===== config.mk =====
export PLATFORM = sky130hd
export DESIGN_NAME = cq_completer_top
export DESIGN_NICKNAME = d
export VERILOG_FILES = /design/src/cq_pkg.sv /design/src/cq_request_router.sv /design/src/cq_read_capture.sv /design/src/cq_write_stage.sv /design/src/cq_completer_top.sv
export SDC_FILE = /design/constraint.sdc
export NUM_CORES = 1
export LEC_CHECK = 0
export BUFFER_PORTS_ARGS = -buffer_cell sky130_fd_sc_hd__buf_2
export CAP_MARGIN = 20
export CORE_AREA = 2 2 277 279
export DETAILED_ROUTE_END_ITERATION = 6
export DIE_AREA = 0 0 279 281
export PLACE_DENSITY = 0.46
export SYNTH_ARGS = -nofsm -noshare
export SYNTH_HDL_FRONTEND = slang
export SYNTH_HIERARCHICAL = 1
export SYNTH_SLANG_ARGS = --single-unit
export TNS_END_PERCENT = 50

===== constraint.sdc =====
create_clock -name clk -period 9.3 [get_ports clk]
set_clock_uncertainty 0.15 [all_clocks]
set_input_delay 0.93 -clock clk [delete_from_list [all_inputs] [get_ports clk]]
set_output_delay 0.93 -clock clk [all_outputs]
set_load 0.01 [all_outputs]

===== src/cq_pkg.sv =====
//------------------------------------------------------------
// shared definitions for the completer request front end
// descriptor layout follows the 128-bit completer request
// descriptor at the low end of the first beat of a request
// aperture codes outside 7..38 mask the address to zero
//------------------------------------------------------------
`default_nettype none

package cq_pkg;

   //------------------------------------------------------------
   // widths
   //------------------------------------------------------------
   localparam int DESC_WIDTH        = 128;
   localparam int ADDR_WIDTH        = 64;
   localparam int DWORD_COUNT_WIDTH = 11;

   // descriptor dwords on a start beat, not part of payload
   localparam int DESC_DWORDS = 4;

   // request type codes
   localparam logic [3:0] REQ_TYPE_MEM_READ  = 4'd0;
   localparam logic [3:0] REQ_TYPE_MEM_WRITE = 4'd1;

   // valid range of bar aperture codes
   localparam logic [5:0] APERTURE_MIN = 6'd7;
   localparam logic [5:0] APERTURE_MAX = 6'd38;

   //------------------------------------------------------------
   // descriptor, msb first
   //------------------------------------------------------------
   typedef struct packed {
      logic [6:0]                   rsvd_hi;
      logic [5:0]                   bar_aperture;
      logic [2:0]                   bar_id;
      logic [7:0]                   target_function;
      logic [7:0]                   tag;
      logic [15:0]                  requester_id;
      logic                         rsvd_lo;
      logic [3:0]                   req_type;
      logic [DWORD_COUNT_WIDTH-1:0] dword_count;
      logic [ADDR_WIDTH-1:0]        address;
   } cq_desc_t;

   // low part of a beat
   // descriptor on a start beat, payload on any other beat
   typedef union packed {
      cq_desc_t              desc;
      logic [DESC_WIDTH-1:0] raw;
   } cq_beat_u;

   //------------------------------------------------------------
   // aperture code to address mask
   //------------------------------------------------------------
   // code n keeps the low n address bits
   function automatic logic [ADDR_WIDTH-1:0] aperture_mask(
      input logic [5:0] code
   );
      logic [ADDR_WIDTH-1:0] mask;
      mask = '0;
      if (code >= APERTURE_MIN && code <= APERTURE_MAX) begin
         mask = (ADDR_WIDTH'(1) << code) - ADDR_WIDTH'(1);
      end
      return mask;
   endfunction

endpackage

`default_nettype wire


===== src/cq_request_router.sv =====
//------------------------------------------------------------
// classifies completer request beats and steers ready
// reads only the low descriptor part of each beat
// a start of an unsupported type is consumed together with
// all its beats up to and including the last one
//------------------------------------------------------------
`timescale 1ns/1ns
`default_nettype none

module cq_request_router (
   input  wire                            clk,
   input  wire                            rstn,

   // incoming beat, descriptor part only
   input  wire [cq_pkg::DESC_WIDTH-1:0]   cq_data_i,
   input  wire                            cq_sof_i,
   input  wire                            cq_last_i,
   input  wire                            cq_valid_i,
   output logic                           cq_ready_o,

   // stage handshake
   input  wire                            rd_space_i,
   input  wire                            wr_space_i,
   output logic                           rd_push_o,
   output logic                           wr_push_o
);

   cq_pkg::cq_beat_u beat;

   logic is_read;
   logic is_wr_start;
   logic is_wr_cont;
   logic is_write;
   logic is_drop;
   logic start_drop;

   // discarding the rest of an unsupported request
   logic drop_q;

   //------------------------------------------------------------
   // beat classification
   //------------------------------------------------------------
   assign beat.raw = cq_data_i;

   assign is_read     = cq_sof_i && (beat.desc.req_type == cq_pkg::REQ_TYPE_MEM_READ);
   assign is_wr_start = cq_sof_i && (beat.desc.req_type == cq_pkg::REQ_TYPE_MEM_WRITE);
   assign is_wr_cont  = !cq_sof_i && !drop_q;
   assign is_write    = is_wr_start || is_wr_cont;

   // any other start type, or a beat inside a dropped request
   assign start_drop  = cq_sof_i && !is_read && !is_wr_start;
   assign is_drop     = start_drop || (!cq_sof_i && drop_q);

   // dropped beats never stall
   assign cq_ready_o = (is_read && rd_space_i) || (is_write && wr_space_i) || is_drop;

   assign rd_push_o = cq_valid_i && is_read && rd_space_i;
   assign wr_push_o = cq_valid_i && is_write && wr_space_i;

   //------------------------------------------------------------
   // drop state
   //------------------------------------------------------------
   always_ff @(posedge clk or negedge rstn) begin
      if (!rstn) begin
         drop_q <= 1'b0;
      end else if (cq_valid_i && cq_ready_o) begin
         if (cq_sof_i) begin
            // single-beat drops leave nothing to discard
            drop_q <= start_drop && !cq_last_i;
         end else if (cq_last_i) begin
            drop_q <= 1'b0;
         end
      end
   end

endmodule

`default_nettype wire


===== src/cq_read_capture.sv =====
//------------------------------------------------------------
// one register stage for memory read requests
// push_i must only be raised while space_o is high
// output is held until rd_ready_i is seen high
//------------------------------------------------------------
`timescale 1ns/1ns
`default_nettype none

module cq_read_capture (
   input  wire                                   clk,
   input  wire                                   rstn,

   // from router
   input  wire                                   push_i,
   input  wire cq_pkg::cq_desc_t                 desc_i,
   output logic                                  space_o,

   // read request output
   output logic                                  rd_valid_o,
   output logic [cq_pkg::ADDR_WIDTH-1:0]         rd_addr_o,
   output logic [cq_pkg::DWORD_COUNT_WIDTH-1:0]  rd_dwords_o,
   output logic [7:0]                            rd_tag_o,
   output logic [15:0]                           rd_req_id_o,
   input  wire                                   rd_ready_i
);

   logic [cq_pkg::ADDR_WIDTH-1:0] addr_masked;

   // address limited to the bar aperture
   assign addr_masked = desc_i.address & cq_pkg::aperture_mask(desc_i.bar_aperture);

   // empty, or emptied this cycle
   assign space_o = !rd_valid_o || rd_ready_i;

   //------------------------------------------------------------
   // valid flag
   //------------------------------------------------------------
   always_ff @(posedge clk or negedge rstn) begin
      if (!rstn) begin
         rd_valid_o <= 1'b0;
      end else if (push_i) begin
         rd_valid_o <= 1'b1;
      end else if (rd_ready_i) begin
         rd_valid_o <= 1'b0;
      end
   end

   //------------------------------------------------------------
   // request fields
   //------------------------------------------------------------
   always_ff @(posedge clk) begin
      if (push_i) begin
         rd_addr_o   <= addr_masked;
         rd_dwords_o <= desc_i.dword_count;
         rd_tag_o    <= desc_i.tag;
         rd_req_id_o <= desc_i.requester_id;
      end
   end

endmodule

`default_nettype wire


===== src/cq_write_stage.sv =====
//------------------------------------------------------------
// one register stage for memory write beats
// push_i must only be raised while space_o is high
// dword count excludes the 4 descriptor dwords on sof
// address is latched on sof and reused for later beats
// keep is assumed contiguous from dword 0
//------------------------------------------------------------
`timescale 1ns/1ns
`default_nettype none

module cq_write_stage #(
   parameter int BUS_WIDTH = 256
) (
   input  wire                            clk,
   input  wire                            rstn,

   // from router and input stream
   input  wire                            push_i,
   input  wire [BUS_WIDTH-1:0]            data_i,
   input  wire [BUS_WIDTH/32-1:0]         keep_i,
   input  wire                            sof_i,
   input  wire                            last_i,
   output logic                           space_o,

   // write beat output
   output logic                           wr_valid_o,
   output logic [BUS_WIDTH-1:0]           wr_data_o,
   output logic [BUS_WIDTH/32-1:0]        wr_keep_o,
   output logic [3:0]                     wr_dwords_o,
   output logic [cq_pkg::ADDR_WIDTH-1:0]  wr_addr_o,
   output logic                           wr_sof_o,
   output logic                           wr_eof_o,
   input  wire                            wr_ready_i
);

   localparam int KEEP_WIDTH = BUS_WIDTH / 32;

   cq_pkg::cq_beat_u beat;

   logic [3:0]                    keep_count;
   logic [3:0]                    beat_dwords;
   logic [cq_pkg::ADDR_WIDTH-1:0] addr_masked;

   //------------------------------------------------------------
   // beat decode
   //------------------------------------------------------------
   assign beat.raw = data_i[cq_pkg::DESC_WIDTH-1:0];

   // only meaningful on a start beat
   assign addr_masked = beat.desc.address & cq_pkg::aperture_mask(beat.desc.bar_aperture);

   // popcount of keep
   always_comb begin
      keep_count = '0;
      for (int i = 0; i < KEEP_WIDTH; i++) begin
         keep_count = keep_count + 4'(keep_i[i]);
      end
   end

   assign beat_dwords = sof_i ? keep_count - 4'(cq_pkg::DESC_DWORDS) : keep_count;

   assign space_o = !wr_valid_o || wr_ready_i;

   //------------------------------------------------------------
   // control flags
   //------------------------------------------------------------
   always_ff @(posedge clk or negedge rstn) begin
      if (!rstn) begin
         wr_valid_o <= 1'b0;
         wr_sof_o   <= 1'b0;
         wr_eof_o   <= 1'b0;
      end else if (push_i) begin
         wr_valid_o <= 1'b1;
         wr_sof_o   <= sof_i;
         wr_eof_o   <= last_i;
      end else if (wr_ready_i) begin
         wr_valid_o <= 1'b0;
      end
   end

   //------------------------------------------------------------
   // payload
   //------------------------------------------------------------
   always_ff @(posedge clk) begin
      if (push_i) begin
         wr_data_o   <= data_i;
         wr_keep_o   <= keep_i;
         wr_dwords_o <= beat_dwords;
         // held across the continuation beats
         if (sof_i) begin
            wr_addr_o <= addr_masked;
         end
      end
   end

endmodule

`default_nettype wire


===== src/cq_completer_top.sv =====
//------------------------------------------------------------
// completer request receive front end
// BUS_WIDTH is 256 or 128, keep has one bit per dword
// memory reads and memory writes are forwarded, every other
// request type is consumed and dropped
// both outputs have a fixed latency of one cycle
//------------------------------------------------------------
`timescale 1ns/1ns
`default_nettype none

module cq_completer_top #(
   parameter int BUS_WIDTH = 256
) (
   input  wire                            clk,
   input  wire                            rstn,

   // completer request stream
   input  wire [BUS_WIDTH-1:0]            cq_data_i,
   input  wire [BUS_WIDTH/32-1:0]         cq_keep_i,
   input  wire                            cq_sof_i,
   input  wire                            cq_last_i,
   input  wire                            cq_valid_i,
   output logic                           cq_ready_o,

   // read requests
   output logic                                  rd_valid_o,
   output logic [cq_pkg::ADDR_WIDTH-1:0]         rd_addr_o,
   output logic [cq_pkg::DWORD_COUNT_WIDTH-1:0]  rd_dwords_o,
   output logic [7:0]                            rd_tag_o,
   output logic [15:0]                           rd_req_id_o,
   input  wire                                   rd_ready_i,

   // write beats
   output logic                           wr_valid_o,
   output logic [BUS_WIDTH-1:0]           wr_data_o,
   output logic [BUS_WIDTH/32-1:0]        wr_keep_o,
   output logic [3:0]                     wr_dwords_o,
   output logic [cq_pkg::ADDR_WIDTH-1:0]  wr_addr_o,
   output logic                           wr_sof_o,
   output logic                           wr_eof_o,
   input  wire                            wr_ready_i
);

   logic             rd_push;
   logic             wr_push;
   logic             rd_space;
   logic             wr_space;
   cq_pkg::cq_desc_t cq_desc;

   assign cq_desc = cq_pkg::cq_desc_t'(cq_data_i[cq_pkg::DESC_WIDTH-1:0]);

   //------------------------------------------------------------
   // control
   //------------------------------------------------------------
   cq_request_router u_router (
      .clk        (clk),
      .rstn       (rstn),
      .cq_data_i  (cq_data_i[cq_pkg::DESC_WIDTH-1:0]),
      .cq_sof_i   (cq_sof_i),
      .cq_last_i  (cq_last_i),
      .cq_valid_i (cq_valid_i),
      .cq_ready_o (cq_ready_o),
      .rd_space_i (rd_space),
      .wr_space_i (wr_space),
      .rd_push_o  (rd_push),
      .wr_push_o  (wr_push)
   );

   //------------------------------------------------------------
   // read and write paths
   //------------------------------------------------------------
   cq_read_capture u_read (
      .clk         (clk),
      .rstn        (rstn),
      .push_i      (rd_push),
      .desc_i      (cq_desc),
      .space_o     (rd_space),
      .rd_valid_o  (rd_valid_o),
      .rd_addr_o   (rd_addr_o),
      .rd_dwords_o (rd_dwords_o),
      .rd_tag_o    (rd_tag_o),
      .rd_req_id_o (rd_req_id_o),
      .rd_ready_i  (rd_ready_i)
   );

   cq_write_stage #(
      .BUS_WIDTH (BUS_WIDTH)
   ) u_write (
      .clk         (clk),
      .rstn        (rstn),
      .push_i      (wr_push),
      .data_i      (cq_data_i),
      .keep_i      (cq_keep_i),
      .sof_i       (cq_sof_i),
      .last_i      (cq_last_i),
      .space_o     (wr_space),
      .wr_valid_o  (wr_valid_o),
      .wr_data_o   (wr_data_o),
      .wr_keep_o   (wr_keep_o),
      .wr_dwords_o (wr_dwords_o),
      .wr_addr_o   (wr_addr_o),
      .wr_sof_o    (wr_sof_o),
      .wr_eof_o    (wr_eof_o),
      .wr_ready_i  (wr_ready_i)
   );

endmodule

`default_nettype wire


==> metrics.md <==
| Metric | Value |
|---|---|
| Clock buffers created by TritonCTS | `53` |
| Clock network fraction of design power | `43.3%` |
| Max VDD drop | `0.120 mV` |
| FF-to-FF End | `u_write/wr_data_o[18]$_DFFE_PP_` |
| Main combinational cell family by area after synthesis | `simple AND/OR/NAND/NOR gates` |
| Worst slew margin relative to its limit | `23.4%` |
| Synth top area cells | `edfxtp_1 82%, and3_1 1.5%, nand2_1 1.1%, xnor2_1 0.83%, a21oi_1 0.79%` |
| Share of flip-flops with an asynchronous set or reset after synthesis | `1.15%` |
| Number of clock sinks | `436` |
| Arithmetic-cell share of the synthesized area counting full adders, half adders and majority gates | `0.900%` |
| Cell internal pwr | `3.64 mW` |
| Worst min path class | `flip-flop to flip-flop` |
| Count of buffers inserted at the top-level ports | `706` |
| Final Net Count | `1927` |
| Global placer's final weighted congestion | `0.840` |
| Static Leakage | `8.86 nW` |
| Antenna violations before repair | `13` |
| Total Negative Setup Slacks | `0 ps` |
| Wirelength per Cell | `25.9 um` |
| Arrival @ worst endpoint | `3780 ps` |
| Area fraction of the dominant cell type after synthesis | `81.7%` |
| Initial cell density of the core | `21.0%` |
| Peak-usage layer in the global routing report | `met2` |
| Count of flip-flops with a built-in enable after synthesis | `431` |
| Detail Placement HPWL | `53.8 mm` |
| Avg Cell Area, Syn | `18.3 um^2` |
| Critical Setup Path Class | `input port to flip-flop` |
| M1 GR Usage | `17.1%` |
| Share of synthesized area spent on multiplexers | `0.268%` |
| Row Count | `101` |
| Total number of yosys warnings | `6` |
| Startpoint type of the worst setup path | `input port` |
| Area of the mapped netlist | `15800 um^2` |
| Final-report setup violation count | `0` |
| CTS HTree Levels | `2` |
| Post-synthesis compound-gate area fraction | `5.54%` |
| Fraction of met3 tracks used by global routing | `5.43%` |
| Number of register bits inferred by synthesis | `436` |
| CTS tree | `done` |
| Maximum number of pins on one net before global-route repair | `152` |
| Worst-path maximum fanout | `70` |
| CP Data Required Time | `9580 ps` |
| Termination of the worst setup path | `u_write/wr_addr_o[34]$_DFFE_PP_` |
| Final Hold Violating Endpoints | `0` |
| Iteration-0 DRC count of the detailed router | `871` |
| Worst-case reg-to-reg path depth | `4` |
| Kind of end point of the critical path | `flip-flop` |
| Shortest clock period the worst path allows after layout | `3510 ps` |
| RSZ-0062 raised after global routing | `false` |
| Via count of the first global-routing pass | `11112` |
| Post-synthesis share of cell area spent on xor and xnor gates | `1.33%` |
| Share of synthesized area occupied by flip-flops and latches | `82.5%` |
| Area enclosed by the die boundary | `78400 um^2` |
| Gate count of the mapped netlist | `866` |
| Clock Tree Root | `clkbuf_16` |
| Final Max Slew Viols | `0` |
| Final core utilization | `29.8%` |
| DR pass1 iterations | `5` |
| Transition time at the pin with the least slew margin | `1150 ps` |
| Final routed wirelength across all metal layers | `69.3 mm` |
| Synth area leader | `edfxtp_1` |
| Clock Pin Slew Worst Setup and Hold Paths | `50 ps` |
| Max Root-Sink Buffers | `3` |
| Portion of total power attributed to combinational logic | `8.7%` |
| Worst Setup SP | `cq_data_i[117]` |
| Die Wd | `279 um` |
| Area of the placeable core | `75400 um^2` |
| Insertion delay of the later-clocked pin in the worst-skew pair | `570 ps` |
| Max-cap violation count | `0` |
| Start of the worst register-to-register path | `u_router/drop_q$_DFFE_PN0P_` |
| Post-detailed-route DRC marker count | `0` |
| Peak Freq | `0.285 GHz` |
| Global routing usage on met2 | `31.4%` |
| Share of cells above drive strength 1 | `48.9%` |
| Commonest register cell after synthesis | `edfxtp_1` |
| Detailed-route via count | `11144` |
| Post-cts resize count | `0` |
| Switching power share of the total | `23.7%` |
| Vertical extent of the die | `281 um` |
| Global route overflow | `0` |
| First-pass GRT wire length | `90.5 mm` |
| Pwr dens | `212 nW/um^2` |
| Vias per cell | `4.17` |
| Outcome | `finished, final reports clean` |
| Simple-gate share of the synthesized area | `7.49%` |
| Io pins | `707` |
| Worst setup slack for register-to-register paths | `6450 ps` |
| DRT antenna net count | `0` |
| Total global-route track usage | `16.8%` |
| Area Growth Syn to Fin | `41.8%` |
| Post-route clock period utilization | `37.7%` |
| Number of distinct library cells after synthesis | `76` |
| Sequential share of power | `47.9%` |
| Sw power | `1.13 mW` |
| Hold wc startpoint | `u_write/wr_eof_o$_DFFE_PN0P_` |
==> stage by stage <==
stage | power [mW] | hold WS [ps] | instances | setup slack, ps | area [um^2]
final | 4.77 | 350 | 2675 | 5790 | 22500
after global routing | 4.94 | 327 | 2670 | 5640 | 22500
after CTS | 4.85 | 315 | 2667 | 5620 | 22400
after detailed placement | 2.75 | 343 | 2568 | 5010 | 20700
after global placement | 2.75 | 341 | 2568 | 5120 | 20700
after floorplan | 2.51 | 375 | 914 | 2210 | 16000
==> state kept, by name (all words and copies together) (netlist names) <==
signal and flops:
u_read/rd_addr_o 64, u_read/rd_dwords_o 11, u_read/rd_valid_o 1, u_write/wr_dwords_o 4, u_read/rd_tag_o 8, u_write/wr_sof_o 1, u_write/wr_data_o 256, u_write/wr_eof_o 1
u_write/wr_valid_o 1, u_router/drop_q 1, u_write/wr_keep_o 8, u_read/rd_req_id_o 16, u_write/wr_addr_o 64
==> critical path, stage by stage <==
cell,delay [ps]
buf_2,80
buf_4,590
nor2_1,210
nand3_1,150
ha_1,860
nand2b_1,220
o22a_1,260
o32ai_1,250
and3_1,200
==> cells by family (layout without fill, tap and decap cells) <==
| group | Yosys count | after routing |
|---|---|---|
| xor gates and xnor gates | 24 | 24 |
| other | 2 | 57 |
| AOI/OAI and AO/OA | 121 | 121 |
| DFF | 436 | 436 |
| muxes | 4 | 4 |
| buffers and inverters | 61 | 837 |
| adders and majority gates | 9 | 9 |
| and+or+nand+nor | 209 | 209 |
==> synth_stat cells (all sizes together) (5+ instances only) <==
cell and n:
edfxtp 431, nand2 46, and3 37, nor2 27
buf 26, a21oi 25, o21ai 20, clkbuf 18
nand3 18, inv 17, nand2b 15, xnor2 15
and2 10, nor3 10, nor3b 10, o21a 10
xor2 9, a31oi 8, o31ai 8, a211oi 7
and3b 6, o211a 6, a21boi 5, dfrtp 5
ha 5, o22ai 5
==> power groups by stage <==
stage,logic [mW],clock network (mW),registers [mW]
2_1_floorplan,0.137,0,2.38
3_3_place_gp,0.420,0,2.33
3_5_place_dp,0.422,0,2.33
4_1_cts,0.425,2.13,2.29
5_1_grt,0.448,2.20,2.29
6_report,0.416,2.07,2.29
==> worst min-delay path by stage <==
stage	endpoint	cells after the start	slack, ps
6_report	u_write/wr_eof_o$_DFFE_PN0P_	1	350
5_1_grt	u_write/wr_data_o[148]$_DFFE_PP_	1	330
4_1_cts	u_write/wr_data_o[148]$_DFFE_PP_	1	310
3_5_place_dp	u_write/wr_eof_o$_DFFE_PN0P_	1	340
3_3_place_gp	u_write/wr_eof_o$_DFFE_PN0P_	1	340
2_1_floorplan	u_router/drop_q$_DFFE_PN0P_	1	380
==> cell usage in the layout (no fill, tap or decap), drive strengths merged, types with 15 or more instances in the layout <==
cell type  instances
inv               20
nand2             46
conb              50
and3              37
nand2b            15
o21ai             20
clkbuf            64
nand3             18
clkinv            22
xnor2             15
edfxtp           431
a21oi             25
buf              721
nor2              27
==> layout make-up <==
type	instances	area [um^2]
fillers	7705	53000
flip-flops and latches	436	13100
repair buffers	722	3680
multi-input cells	417	2680
clock buffers	64	1390
well taps	978	1220
clock inverters	34	344
inverters	17	63.8
diodes	7	17.5
==> routing by layer <==
| layer | vias up | wire (um) |
|---|---|---|
| li1 | 4892 | - |
| met1 | 5647 | 24000 |
| met2 | 498 | 37000 |
| met3 | 103 | 5270 |
| met4 | 4 | 2800 |
| met5 | - | 163 |
==> what timing repair did <==
action | CTS | global route
hold buffers | 1 | 0
hold endpoints to repair | 5 | 0
buffers inserted | 0 | 0
setup endpoints to repair | 0 | 0
Note: power is estimated with default switching activity, not from simulation.
